[src/logic/dma_cfg.svh]
`ifndef DMA_CFG_SVH
`define DMA_CFG_SVH

// read channel array
`define DMA_CH_NUM      4
`define DMA_CH_W        2

// per channel descriptor queue
`define DMA_Q_DEPTH     4
`define DMA_Q_AW        2
`define DMA_SEQ_W       3

// transaction layer start delay in cfg_clk cycles
`define DMA_START_DLY   16
`define DMA_START_CW    5

// control region decode
`define DMA_CTRL_BAR    1
`define DMA_DESC_OFS    0

// dword length field of a read request
`define DMA_LEN_W       10

`endif

[src/logic/dma_pkg.sv]
`default_nettype none

`include "dma_cfg.svh"

package dma_pkg;

    // TLP kinds seen on the simplified RX/TX ports
    typedef enum logic [1:0] {
        OP_MRD  = 2'd0,
        OP_MWR  = 2'd1,
        OP_CPL  = 2'd2,
        OP_CPLD = 2'd3
    } tlp_op_e;

    typedef enum logic [1:0] {
        ST_HOLD  = 2'd0,
        ST_COUNT = 2'd1,
        ST_RUN   = 2'd2
    } start_state_e;

    // reg_addr: [7:6] zero, [5:4] channel, [3:0] register offset
    // data: host address in [63:32], dword length in [9:0]
    typedef struct packed {
        tlp_op_e     op;
        logic [2:0]  bar;
        logic [7:0]  reg_addr;
        logic [63:0] data;
    } rx_tlp_t;

    typedef struct packed {
        logic [31:0]            host_addr;
        logic [`DMA_LEN_W-1:0]  len;
    } rd_desc_t;

    // memory read request header towards the controller
    typedef struct packed {
        tlp_op_e                op;
        logic [15:0]            req_id;
        logic [7:0]             tag;
        logic [31:0]            host_addr;
        logic [`DMA_LEN_W-1:0]  len;
    } tx_tlp_t;

endpackage

`default_nettype wire

[src/logic/dma_rd_top.sv]
`timescale 1ns/100ps
`default_nettype none

`include "dma_cfg.svh"

module dma_rd_top (
    input  wire                     cfg_clk,
    input  wire                     rstn,
    input  wire                     rx_vld_i,
    input  wire dma_pkg::rx_tlp_t   rx_tlp_i,
    input  wire [15:0]              cfg_busdev_i,
    input  wire                     tx_halt_i,
    output logic                    tx_vld_o,
    output dma_pkg::tx_tlp_t        tx_tlp_o,
    output logic                    link_start_o
);

    logic                     start;
    logic [`DMA_CH_NUM-1:0]   desc_vld;
    dma_pkg::rd_desc_t        desc;
    logic [`DMA_CH_NUM-1:0]   req;
    logic [`DMA_CH_NUM-1:0]   grant;
    dma_pkg::tx_tlp_t         head [`DMA_CH_NUM];

    link_start_seq u_link_start_seq (
        .cfg_clk    (cfg_clk),
        .rstn       (rstn),
        .start_o    (start)
    );

    assign link_start_o = start;

    rx_desc_dec u_rx_desc_dec (
        .cfg_clk    (cfg_clk),
        .rstn       (rstn),
        .start_i    (start),
        .rx_vld_i   (rx_vld_i),
        .rx_tlp_i   (rx_tlp_i),
        .desc_vld_o (desc_vld),
        .desc_o     (desc)
    );

    // one read queue per channel, all sharing the decoded descriptor bus
    for (genvar i = 0; i < `DMA_CH_NUM; i++) begin : g_rd_chan
        rd_chan #(
            .CHAN_IDX   (i)
        ) u_rd_chan (
            .cfg_clk    (cfg_clk),
            .rstn       (rstn),
            .push_i     (desc_vld[i]),
            .desc_i     (desc),
            .req_id_i   (cfg_busdev_i),
            .grant_i    (grant[i]),
            .req_o      (req[i]),
            .head_o     (head[i])
        );
    end

    np_tx_arb u_np_tx_arb (
        .cfg_clk    (cfg_clk),
        .rstn       (rstn),
        .halt_i     (tx_halt_i),
        .req_i      (req),
        .head_i     (head),
        .grant_o    (grant),
        .tx_vld_o   (tx_vld_o),
        .tx_tlp_o   (tx_tlp_o)
    );

endmodule

`default_nettype wire

[src/logic/link_start_seq.sv]
`timescale 1ns/100ps
`default_nettype none

`include "dma_cfg.svh"

module link_start_seq (
    input  wire  cfg_clk,
    input  wire  rstn,
    output logic start_o
);
    import dma_pkg::*;

    start_state_e              state_q;
    logic [`DMA_START_CW-1:0]  dly_cnt_q;

    // first edge out of reset leaves HOLD, counter then runs up to the delay
    always_ff @(posedge cfg_clk or negedge rstn) begin
        if (!rstn) begin
            state_q   <= ST_HOLD;
            dly_cnt_q <= '0;
        end else begin
            case (state_q)
                ST_HOLD: begin
                    state_q   <= ST_COUNT;
                    dly_cnt_q <= `DMA_START_CW'(1);
                end
                ST_COUNT: begin
                    if (dly_cnt_q == `DMA_START_CW'(`DMA_START_DLY)) begin
                        state_q <= ST_RUN;
                    end else begin
                        dly_cnt_q <= dly_cnt_q + `DMA_START_CW'(1);
                    end
                end
                ST_RUN:  state_q <= ST_RUN;
                default: state_q <= ST_HOLD;
            endcase
        end
    end

    // transaction logic released only once running
    assign start_o = (state_q == ST_RUN);

endmodule

`default_nettype wire

[src/logic/np_tx_arb.sv]
`timescale 1ns/100ps
`default_nettype none

`include "dma_cfg.svh"

module np_tx_arb (
    input  wire                     cfg_clk,
    input  wire                     rstn,
    input  wire                     halt_i,
    input  wire [`DMA_CH_NUM-1:0]   req_i,
    input  wire dma_pkg::tx_tlp_t   head_i [`DMA_CH_NUM],
    output logic [`DMA_CH_NUM-1:0]  grant_o,
    output logic                    tx_vld_o,
    output dma_pkg::tx_tlp_t        tx_tlp_o
);
    import dma_pkg::*;

    logic [`DMA_CH_W-1:0]  last_q;
    logic [`DMA_CH_W-1:0]  cand;
    logic [`DMA_CH_W-1:0]  gnt_idx;
    logic                  gnt_found;
    logic                  gnt_vld;
    tx_tlp_t               gnt_head;

    // ******************************************************************
    // round robin search
    // ******************************************************************

    // start looking one past the channel served last
    always_comb begin
        gnt_found = 1'b0;
        gnt_idx   = last_q;
        cand      = last_q;
        for (int off = 1; off <= `DMA_CH_NUM; off++) begin
            cand = `DMA_CH_W'((last_q + off) % `DMA_CH_NUM);
            if (!gnt_found && req_i[cand]) begin
                gnt_found = 1'b1;
                gnt_idx   = cand;
            end
        end
    end

    // non-posted credit halt blocks any new grant
    assign gnt_vld  = gnt_found && !halt_i;
    assign grant_o  = gnt_vld ? (`DMA_CH_NUM'(1) << gnt_idx) : '0;
    assign gnt_head = head_i[gnt_idx];

    // ******************************************************************
    // pointer and TX register
    // ******************************************************************

    always_ff @(posedge cfg_clk or negedge rstn) begin
        if (!rstn) begin
            // so that channel 0 is searched first
            last_q   <= `DMA_CH_W'(`DMA_CH_NUM - 1);
            tx_vld_o <= 1'b0;
        end else begin
            tx_vld_o <= gnt_vld;
            if (gnt_vld) begin
                last_q <= gnt_idx;
            end
        end
    end

    always_ff @(posedge cfg_clk) begin
        if (gnt_vld) begin
            tx_tlp_o <= gnt_head;
        end
    end

endmodule

`default_nettype wire

[src/logic/rd_chan.sv]
`timescale 1ns/100ps
`default_nettype none

`include "dma_cfg.svh"

module rd_chan #(
    parameter int CHAN_IDX = 0
) (
    input  wire                     cfg_clk,
    input  wire                     rstn,
    input  wire                     push_i,
    input  wire dma_pkg::rd_desc_t  desc_i,
    input  wire [15:0]              req_id_i,
    input  wire                     grant_i,
    output logic                    req_o,
    output dma_pkg::tx_tlp_t        head_o
);
    import dma_pkg::*;

    // zero bits above channel index and sequence in the 8-bit tag
    localparam int TAG_PAD = 8 - `DMA_CH_W - `DMA_SEQ_W;
    localparam logic [`DMA_Q_AW:0] Q_FULL = `DMA_Q_DEPTH;

    rd_desc_t               desc_mem [`DMA_Q_DEPTH];
    logic [`DMA_SEQ_W-1:0]  seq_mem  [`DMA_Q_DEPTH];

    logic [`DMA_Q_AW-1:0]   wr_ptr_q;
    logic [`DMA_Q_AW-1:0]   rd_ptr_q;
    logic [`DMA_Q_AW:0]     count_q;
    logic [`DMA_SEQ_W-1:0]  seq_q;

    logic                   full;
    logic                   push_ok;
    logic                   pop;

    assign full    = (count_q == Q_FULL);
    // a descriptor for a full queue is simply lost
    assign push_ok = push_i && !full;
    assign pop     = grant_i && req_o;

    // ******************************************************************
    // queue control
    // ******************************************************************

    always_ff @(posedge cfg_clk or negedge rstn) begin
        if (!rstn) begin
            wr_ptr_q <= '0;
            rd_ptr_q <= '0;
            count_q  <= '0;
            seq_q    <= '0;
        end else begin
            if (push_ok) begin
                wr_ptr_q <= wr_ptr_q + 1'b1;
                // sequence wraps on its own width
                seq_q    <= seq_q + 1'b1;
            end
            if (pop) begin
                rd_ptr_q <= rd_ptr_q + 1'b1;
            end
            case ({push_ok, pop})
                2'b10:   count_q <= count_q + 1'b1;
                2'b01:   count_q <= count_q - 1'b1;
                default: count_q <= count_q;
            endcase
        end
    end

    // entry storage, tag sequence captured at push time
    always_ff @(posedge cfg_clk) begin
        if (push_ok) begin
            desc_mem[wr_ptr_q] <= desc_i;
            seq_mem[wr_ptr_q]  <= seq_q;
        end
    end

    // ******************************************************************
    // request and head header
    // ******************************************************************

    assign req_o = (count_q != '0);

    assign head_o.op        = OP_MRD;
    assign head_o.req_id    = req_id_i;
    assign head_o.tag       = {{TAG_PAD{1'b0}}, `DMA_CH_W'(CHAN_IDX), seq_mem[rd_ptr_q]};
    assign head_o.host_addr = desc_mem[rd_ptr_q].host_addr;
    assign head_o.len       = desc_mem[rd_ptr_q].len;

endmodule

`default_nettype wire

[src/logic/rx_desc_dec.sv]
`timescale 1ns/100ps
`default_nettype none

`include "dma_cfg.svh"

module rx_desc_dec (
    input  wire                     cfg_clk,
    input  wire                     rstn,
    input  wire                     start_i,
    input  wire                     rx_vld_i,
    input  wire dma_pkg::rx_tlp_t   rx_tlp_i,
    output logic [`DMA_CH_NUM-1:0]  desc_vld_o,
    output dma_pkg::rd_desc_t       desc_o
);
    import dma_pkg::*;

    logic                  op_hit;
    logic                  bar_hit;
    logic                  addr_hit;
    logic                  len_ok;
    logic                  accept;
    logic [`DMA_CH_W-1:0]  ch_sel;

    // ******************************************************************
    // accept rule
    // ******************************************************************

    assign op_hit  = (rx_tlp_i.op == OP_MWR);
    assign bar_hit = (rx_tlp_i.bar == 3'(`DMA_CTRL_BAR));

    // top bits outside the channel windows, low nibble is the register
    assign addr_hit = (rx_tlp_i.reg_addr[7:6] == 2'b00) &&
                      (rx_tlp_i.reg_addr[3:0] == 4'(`DMA_DESC_OFS));

    // zero length reads are meaningless
    assign len_ok = |rx_tlp_i.data[`DMA_LEN_W-1:0];

    assign accept = start_i && rx_vld_i && op_hit && bar_hit && addr_hit && len_ok;

    assign ch_sel = rx_tlp_i.reg_addr[4 +: `DMA_CH_W];

    // ******************************************************************
    // registered descriptor strobe
    // ******************************************************************

    // one-hot push towards the addressed channel
    always_ff @(posedge cfg_clk or negedge rstn) begin
        if (!rstn) begin
            desc_vld_o <= '0;
        end else if (accept) begin
            desc_vld_o <= `DMA_CH_NUM'(1) << ch_sel;
        end else begin
            desc_vld_o <= '0;
        end
    end

    // payload only moves with an accepted write
    always_ff @(posedge cfg_clk) begin
        if (accept) begin
            desc_o.host_addr <= rx_tlp_i.data[63:32];
            desc_o.len       <= rx_tlp_i.data[`DMA_LEN_W-1:0];
        end
    end

endmodule

`default_nettype wire

[config.mk]
export PLATFORM = sky130hd
export DESIGN_NAME = dma_rd_top
export DESIGN_NICKNAME = d
export VERILOG_FILES = /design/src/logic/dma_pkg.sv /design/src/logic/dma_rd_top.sv /design/src/logic/link_start_seq.sv /design/src/logic/np_tx_arb.sv /design/src/logic/rd_chan.sv /design/src/logic/rx_desc_dec.sv
export VERILOG_INCLUDE_DIRS = /design/src /design/src/logic
export SDC_FILE = /design/constraint.sdc
export NUM_CORES = 1
export LEC_CHECK = 0
export ABC_AREA = 1
export BUFFER_PORTS_ARGS = -buffer_cell sky130_fd_sc_hd__buf_2
export CAP_MARGIN = 20
export CORE_UTILIZATION = 65
export CTS_CLUSTER_DIAMETER = 100
export DETAILED_ROUTE_END_ITERATION = 16
export GPL_ROUTABILITY_DRIVEN = 0
export PLACE_DENSITY = 0.84
export SYNTH_ARGS = -nofsm -noshare
export SYNTH_HDL_FRONTEND = slang
export SYNTH_SLANG_ARGS = --single-unit
[constraint.sdc]
create_clock -name cfg_clk -period 7.7 [get_ports cfg_clk]
set_clock_uncertainty 0.1 [all_clocks]
set_input_delay 0.385 -clock cfg_clk [delete_from_list [all_inputs] [get_ports cfg_clk]]
set_output_delay 0.385 -clock cfg_clk [all_outputs]
set_load 0.05 [all_outputs]
# ---- Yosys cells after proc, flatten, opt, wreduce, memory -nomap -nowiden
# Memories as Yosys holds them, arrays and structs flattened.
# Index checks and enable logic that the tools add are counted.
dict set report op_classes {
  addsub 25
  magnitude_cmp 5
  eq_ne 19
  shifts 2
  n_mux 37
  bitwise_logic 1
  n_reduce_logical 40
}
# op count
set ops {}
lappend ops {{68-bit binary-select mux with 2-bit select} 1}
lappend ops {{68-bit two-way mux} 2}
lappend ops {{3-bit by 1-bit adder with 3-bit output (second input constant)} 8}
lappend ops {{3-bit one-hot mux with 2 select lines} 4}
lappend ops {{2-bit by 1-bit adder with 2-bit output (second input constant)} 10}
lappend ops {{1-bit logical AND} 18}
lappend ops {{1-bit two-way mux} 16}
lappend ops {{2-bit by 1-bit == test with 1-bit output (second input constant)} 6}
lappend ops {{3-bit == test (second input constant)} 4}
lappend ops {{2-bit by 3-bit less-than comparator with 1-bit output (second input constant)} 4}
lappend ops {{3-bit nonzero test} 4}
lappend ops {{3-bit by 1-bit subtractor with 3-bit output (second input constant)} 4}
lappend ops {{2-bit == test (second input constant)} 5}
lappend ops {{2-bit two-way mux} 5}
lappend ops {{5-bit one-hot mux with 2 select lines} 1}
lappend ops {{2-bit nonzero test} 5}
lappend ops {{10-bit OR reduction} 1}
lappend ops {{1-bit binary-select mux with 2-bit select} 4}
lappend ops {{1-bit logical NOT} 8}
lappend ops {{4-bit two-way mux} 2}
lappend ops {{1-bit by 2-bit << shifter with 4-bit output (first input constant)} 2}
lappend ops {{2-bit one-hot mux with 3 select lines} 1}
lappend ops {{5-bit by 1-bit adder with 5-bit output (second input constant)} 1}
lappend ops {{5-bit == test (second input constant)} 1}
lappend ops {{other kinds (10)} 12}
dict set report word_totals {
  ff_bits 164
  ramBits 720
  inputBits 97
  out_inout_bits 70
  wordCells 165
  n_memories 8
}
# name depth word_bits read_ports rd_ports_with_merged_regs write_ports line
set mem_list {}
lappend mem_list {{g_rd_chan[0].u_rd_chan.desc_mem} 4 42 1 0 1 rd_chan.sv:24} ;# rd_desc_t desc_mem [`DMA_Q_DEPTH];
lappend mem_list {{g_rd_chan[1].u_rd_chan.desc_mem} 4 42 1 0 1 rd_chan.sv:24}
lappend mem_list {{g_rd_chan[2].u_rd_chan.desc_mem} 4 42 1 0 1 rd_chan.sv:24}
lappend mem_list {{g_rd_chan[3].u_rd_chan.desc_mem} 4 42 1 0 1 rd_chan.sv:24}
lappend mem_list {{g_rd_chan[0].u_rd_chan.seq_mem} 4 3 1 0 1 rd_chan.sv:25} ;# logic [`DMA_SEQ_W-1:0] seq_mem [`DMA_Q_DEPTH];
lappend mem_list {{g_rd_chan[1].u_rd_chan.seq_mem} 4 3 1 0 1 rd_chan.sv:25}
lappend mem_list {{2 more memories} n/a n/a n/a n/a n/a n/a}

# ---- Depth between registers and ports, before layout
dict set report logic_depth {
  depth_word 18
  depth_mapped 20
}

# ---- By module
# Synthesis repeated with hierarchy kept, for this count alone.
dict set report hier_totals {
  cells_unflattened 3546
  hier_area_um2 39948.3
}
# mod n_inst cells_each area_each_um2
set modules_own_cells {}
lappend modules_own_cells {{rd_chan at g_rd_chan[2].u_rd_chan ...} 2 627 7992.7}
lappend modules_own_cells {{rd_chan at g_rd_chan[1].u_rd_chan} 1 627 7996.4}
lappend modules_own_cells {{rd_chan at g_rd_chan[0].u_rd_chan} 1 626 7988.9}
lappend modules_own_cells {np_tx_arb 1 898 6017.0}
lappend modules_own_cells {rx_desc_dec 1 84 1515.2}
lappend modules_own_cells {link_start_seq 1 57 445.4}

# ---- Worst setup path after synthesis
# Ideal clock, no wire load.
dict set report synth_timing {
  path_type {reg2reg}
  start {register u_link_start_seq.state_q[0]}
  end {register u_rx_desc_dec.desc_vld_o[1]}
  setup_time_ns 0.082
  t_arrival_ns 3.728
  required_ns 7.518
  setup_slack_ns 3.790
  path_stages_with_launch 6
  path_cell_list {dfrtp_1 > inv_1 > ha_1 > nand4_1 > a31oi_1 > and3_1}
}
dict set report synth_via {
  elab_chain_cells 7
}
# element line
set synth_lines {}
lappend synth_lines {{from (decl)} link_start_seq.sv:13} ;# start_state_e state_q;
lappend synth_lines {{from (signal assigned)} link_start_seq.sv:19} ;# state_q <= ST_HOLD;
lappend synth_lines {{from (signal assigned)} link_start_seq.sv:24} ;# state_q <= ST_COUNT;
lappend synth_lines {{from (signal assigned)} link_start_seq.sv:29} ;# state_q <= ST_RUN;
lappend synth_lines {{2-bit == test} link_start_seq.sv:41} ;# assign start_o = (state_q == ST_RUN);
lappend synth_lines {{via link_start_o} dma_rd_top.sv:15} ;# output logic link_start_o
lappend synth_lines {{1-bit logical AND (5 in a row)} rx_desc_dec.sv:38} ;# assign accept = start_i && rx_vld_i && op_hit && bar_hit && addr_hit && len_ok;
lappend synth_lines {{via u_rx_desc_dec.accept} rx_desc_dec.sv:21} ;# logic accept;
lappend synth_lines {{4-bit two-way mux} rx_desc_dec.sv:50} ;# end else if (accept) begin
lappend synth_lines {{to (signal assigned)} rx_desc_dec.sv:51} ;# desc_vld_o <= `DMA_CH_NUM'(1) << ch_sel;
lappend synth_lines {{to (decl)} rx_desc_dec.sv:12} ;# output logic [`DMA_CH_NUM-1:0] desc_vld_o,
# The timed path passes the listed nets, and every way through them passes these cells.
# A chain may end at the register's enable or synchronous reset.

# ---- Worst setup path in the final report
dict set report layout_timing {
  start {register u_np_tx_arb.last_q[0]}
  end {register g_rd_chan[1].u_rd_chan.count_q[2]}
}
dict set report layout_via {
  elab_chain_cells 18
  elab_cells_between_ends 34
}
# element line
set layout_lines {}
lappend layout_lines {{from (decl)} np_tx_arb.sv:18} ;# logic [`DMA_CH_W-1:0] last_q;
lappend layout_lines {{from (signal assigned)} np_tx_arb.sv:55} ;# last_q <= `DMA_CH_W'(`DMA_CH_NUM - 1);
lappend layout_lines {{from (signal assigned)} np_tx_arb.sv:60} ;# last_q <= gnt_idx;
lappend layout_lines {{2-bit by 1-bit adder with 2-bit output} np_tx_arb.sv:35} ;# cand = `DMA_CH_W'((last_q + off) % `DMA_CH_NUM);
lappend layout_lines {{1-bit binary-select mux with 2-bit select} np_tx_arb.sv:36} ;# if (!gnt_found && req_i[cand]) begin
lappend layout_lines {{1-bit two-way mux (not written as such)} np_tx_arb.sv:36}
lappend layout_lines {{1-bit two-way mux} np_tx_arb.sv:36}
lappend layout_lines {{1-bit logical NOT} np_tx_arb.sv:36}
lappend layout_lines {{1-bit logical AND} np_tx_arb.sv:36}
lappend layout_lines {{1-bit two-way mux} np_tx_arb.sv:36}
lappend layout_lines {{1-bit logical NOT} np_tx_arb.sv:36}
lappend layout_lines {{(+3 left out)} n/a}
lappend layout_lines {{1-bit logical AND} np_tx_arb.sv:36}
lappend layout_lines {{2-bit two-way mux / 1-bit two-way mux (equally long branches)} np_tx_arb.sv:36}
lappend layout_lines {{1-bit by 2-bit << shifter with 4-bit output (no line) / 1-bit logical AND (equally long branches)} n/a}
lappend layout_lines {{4-bit two-way mux (*)} np_tx_arb.sv:45} ;# assign grant_o = gnt_vld ? (`DMA_CH_NUM'(1) << gnt_idx) : '0;
lappend layout_lines {{1-bit logical AND (*)} rd_chan.sv:39} ;# assign pop = grant_i && req_o;
lappend layout_lines {{via g_rd_chan[1].u_rd_chan.pop} rd_chan.sv:34} ;# logic pop;
lappend layout_lines {{2-bit by 1-bit == test with 1-bit output / 2-bit == test (equally long branches)} rd_chan.sv:60} ;# case ({push_ok, pop})
lappend layout_lines {{3-bit one-hot mux with 2 select lines / 2-bit nonzero test (equally long branches)} n/a}
lappend layout_lines {{to (signal assigned)} rd_chan.sv:61} ;# 2'b10: count_q <= count_q + 1'b1;
lappend layout_lines {{to (signal assigned)} rd_chan.sv:62} ;# 2'b01: count_q <= count_q - 1'b1;
lappend layout_lines {{to (signal assigned)} rd_chan.sv:63} ;# default: count_q <= count_q;
lappend layout_lines {{to (decl)} rd_chan.sv:29} ;# logic [`DMA_Q_AW:0] count_q;
# Mark *: on every way through the listed nets, which the timed path passes. The rest lies on a longest branch. The select of a mux whose other input is x is not followed.

==> reports/results.tsv <==
metric	value	unit
Area after DPL	35800	um2
fin. max-slew vios	0	
Tot GR Track Use	0.323	
vias per inst	6.49	
Mapped Area	34500	um2
Compound-Gate Fraction of Synth Area	0.0895	
H-tree Lvls	3	
crit share post-route	0.599	
wire length per cell	24.2	um
root buf cell	clkbuf_16	
# diodes	0	
post-synthesis xor/xnor area fraction	0.00788	
worst min path class	in -> reg	
grt ovf	0	
# rows	84	
final worst path period need	4610	ps
final instance area	39000	um2
initial core utilization	0.657	
syn avg cell area	13.0	um2
synthesis-stage register bit count	879	
fmax	217	MHz
Die Ht	232	um
Post-Place Worst Slack	3240	ps
initial antenna violation count	0	
Finish-stage setup viols	0	
synthesized-area fraction occupied by adder cells	0.0128	
final antenna-violating net count	0	
Worst-path clk slew	70	ps
PnR worst setup slack	3090	ps
pin count of the biggest net entering global routing	93	
Placed Cells	3370	
# fillers	2909	
relative slew slack	0.219	
Peak VDD IR	0.000644	V
die area	54000	um2
total negative slack	0	ps
clock sink count	879	
drt total wl	86400	um
status	complete, no violations	
Worst EP arrival	5010	ps
Die W	232	um
share of cells above drive strength 1	0.119	
pwr/cell area	405	nW/um2
RSZ-0062 raised after global routing	no	
clock tree from TritonCTS	done	
Iter 0 DRT Violations	2871	
Pre-antenna DRT Iters	7	
Synth Instances	2648	
vias in the first global route	23571	
fin cells	3576	
post-synthesis simple-gate area fraction	0.103	
register area share after synthesis	0.758	
IO Count	167	
Worst setup SP type	flop	
final core occ	0.744	
drt drc	0	
Syn-to-layout area delta	13.2	%
CP Capture Type	flop	
Pleak	13.9	nW
Num CTS Buffers	82	
worst skew pair latency	640	ps
DR vias	23192	
max cap viols	0	
mux contribution to synthesized area	0.00131	
final hold violations	0	
worst endpoint required time	8100	ps
largest family of logic cells by synthesized area	simple AND/OR/NAND/NOR gates	
# port buffers	139	
area of the core	52400	um2
post-detail-place hpwl	40600	um
crit path kind	reg -> reg	
Final nets	2958	
Worst Max-Slew Pin Slew	1170	ps
Max clock buf depth	3	
global-route wire length before repair	129000	um
YS warnings	0	
critical path peak fanout	51	
Yosys cell types	34	
## power by group
| part | total [mW] | switching [mW] | internal, mW | leakage, nW |
|---|---|---|---|---|
| clock network | 3.98 | 1.72 | 2.26 | 1.27 |
| registers | 5.65 | 0.0924 | 5.56 | 8.10 |
| logic | 6.18 | 4.70 | 1.47 | 4.54 |
| total | 15.8 | 6.52 | 9.30 | 13.9 |
## cell usage after synthesis (all sizes together)
cell type / n / area (um2)
edfxtp: 825 / 24800
nand2: 475 / 1810
nor2: 395 / 1500
o21ai: 379 / 1900
o22ai: 180 / 1130
clkbuf: 115 / 432
inv: 67 / 254
dfrtp: 52 / 1300
buf: 35 / 259
nand3: 31 / 165
ha: 29 / 363
xnor2: 14 / 130
xor2: 14 / 141
a21oi: 10 / 50.1
nand4: 8 / 50.1
fa: 4 / 80.1
mux2: 4 / 45.0
nor4: 4 / 25.0
a31oi: 2 / 12.5
and3: 2 / 12.5
dfstp: 2 / 52.6
conb: 1 / 3.75
## repair_timing
action,4_1_cts,5_1_grt
hold buffers,62,0
gates resized for setup,0,0
buffers inserted,0,0
hold endpoints to repair,114,0
## cells in the final DEF (no fill, tap or decap), types with 11 or more instances in the layout
| master | instances |
|---|---|
| nand3_1 | 29 |
| dfrtp_1 | 44 |
| clkbuf_16 | 82 |
| xor2_1 | 13 |
| buf_4 | 41 |
| dlygate4sd3_1 | 62 |
| ha_1 | 29 |
| o22ai_1 | 180 |
| edfxtp_1 | 825 |
| nor2_4 | 18 |
| xnor2_1 | 13 |
| nand2_1 | 466 |
| buf_2 | 139 |
| clkinv_1 | 17 |
| o21ai_0 | 378 |
| clkbuf_1 | 16 |
| clkinv_2 | 11 |
| inv_1 | 62 |
| nor2_1 | 376 |
## critical path, cell delays in order, from the launching register on
cell     delay, ps
dfstp_2        730
nand3_1        190
nand2_1        160
nand2_2         90
nand2_4        110
nand2_2         70
nor2_4         120
nand2_1        100
nand2_4        560
buf_4          770
nand2_2        120
nor2_2         210
ha_1           180
inv_1           70
fa_1           390
a21oi_1        170
o21ai_0        140
xor2_1         160
## layer usage
layer  share of wire  routed length, um  global-route usage  up-vias
met5               0                  0                   0        -
met4           0.051               4390               0.186        0
met3            0.13              10800              0.0578      364
met2            0.49              42500               0.538     1790
met1            0.33              28700               0.400    11187
li1                -                  -                   -     9851
## through the flow
step / hold slack [ps] / total power, mW
6_report: 172 / 15.8
3_5_place_dp: 396 / 11.6
4_1_cts: 175 / 15.6
5_1_grt: 192 / 16.4
2_1_floorplan: -10.6 / 9.88
3_3_place_gp: 383 / 11.3
## sequential cells by signal, summed over array words and instances, names as in the netlist
| signal | count |
|---|---|
| g_rd_chan.u_rd_chan.seq_q | 12 |
| u_np_tx_arb.tx_vld_o | 1 |
| g_rd_chan.u_rd_chan.desc_mem | 672 |
| u_np_tx_arb.tx_tlp_o | 63 |
| u_link_start_seq.dly_cnt_q | 5 |
| g_rd_chan.u_rd_chan.seq_mem | 48 |
| g_rd_chan.u_rd_chan.rd_ptr_q | 8 |
| g_rd_chan.u_rd_chan.wr_ptr_q | 8 |
| u_rx_desc_dec.desc_o | 42 |
| u_rx_desc_dec.desc_vld_o | 4 |
| g_rd_chan.u_rd_chan.count_q | 12 |
| u_link_start_seq.state_q | 2 |
| u_np_tx_arb.last_q | 2 |
## cell families after synthesis
logic type	count (synthesis)
other cells	1
mux	4
flops	879
fa+ha+maj	33
compound gates	571
buf+inv	217
simple gates	915
xor+xnor	28
## layout make-up
cell class	instances	area (um2)	area share
clock buffer	98	2110	0.0541
timing repair buffer	242	1620	0.0416
inverter	67	254	0.00651
multi-input combinational	1556	7570	0.194
sequential	879	26100	0.670
tap	688	861	0.0221
clock inverter	46	475	0.0122
## worst paths after layout
check	cells past startpoint	slack (ps)	start	to
max in group asynchronous	3	6650	rstn	g_rd_chan[3].u_rd_chan.rd_ptr_q[1]
max reg2reg	17	3090	u_np_tx_arb.last_q[0]	g_rd_chan[1].u_rd_chan.count_q[2]
min reg2reg	1	410	g_rd_chan[1].u_rd_chan.count_q[0]	g_rd_chan[1].u_rd_chan.count_q[0]
max	17	3090	u_np_tx_arb.last_q[0]	g_rd_chan[1].u_rd_chan.count_q[2]
min in group asynchronous	3	310	rstn	g_rd_chan[0].u_rd_chan.wr_ptr_q[1]
min	3	170	tx_halt_i	u_np_tx_arb.tx_vld_o
(Power assumes the default switching activity.)
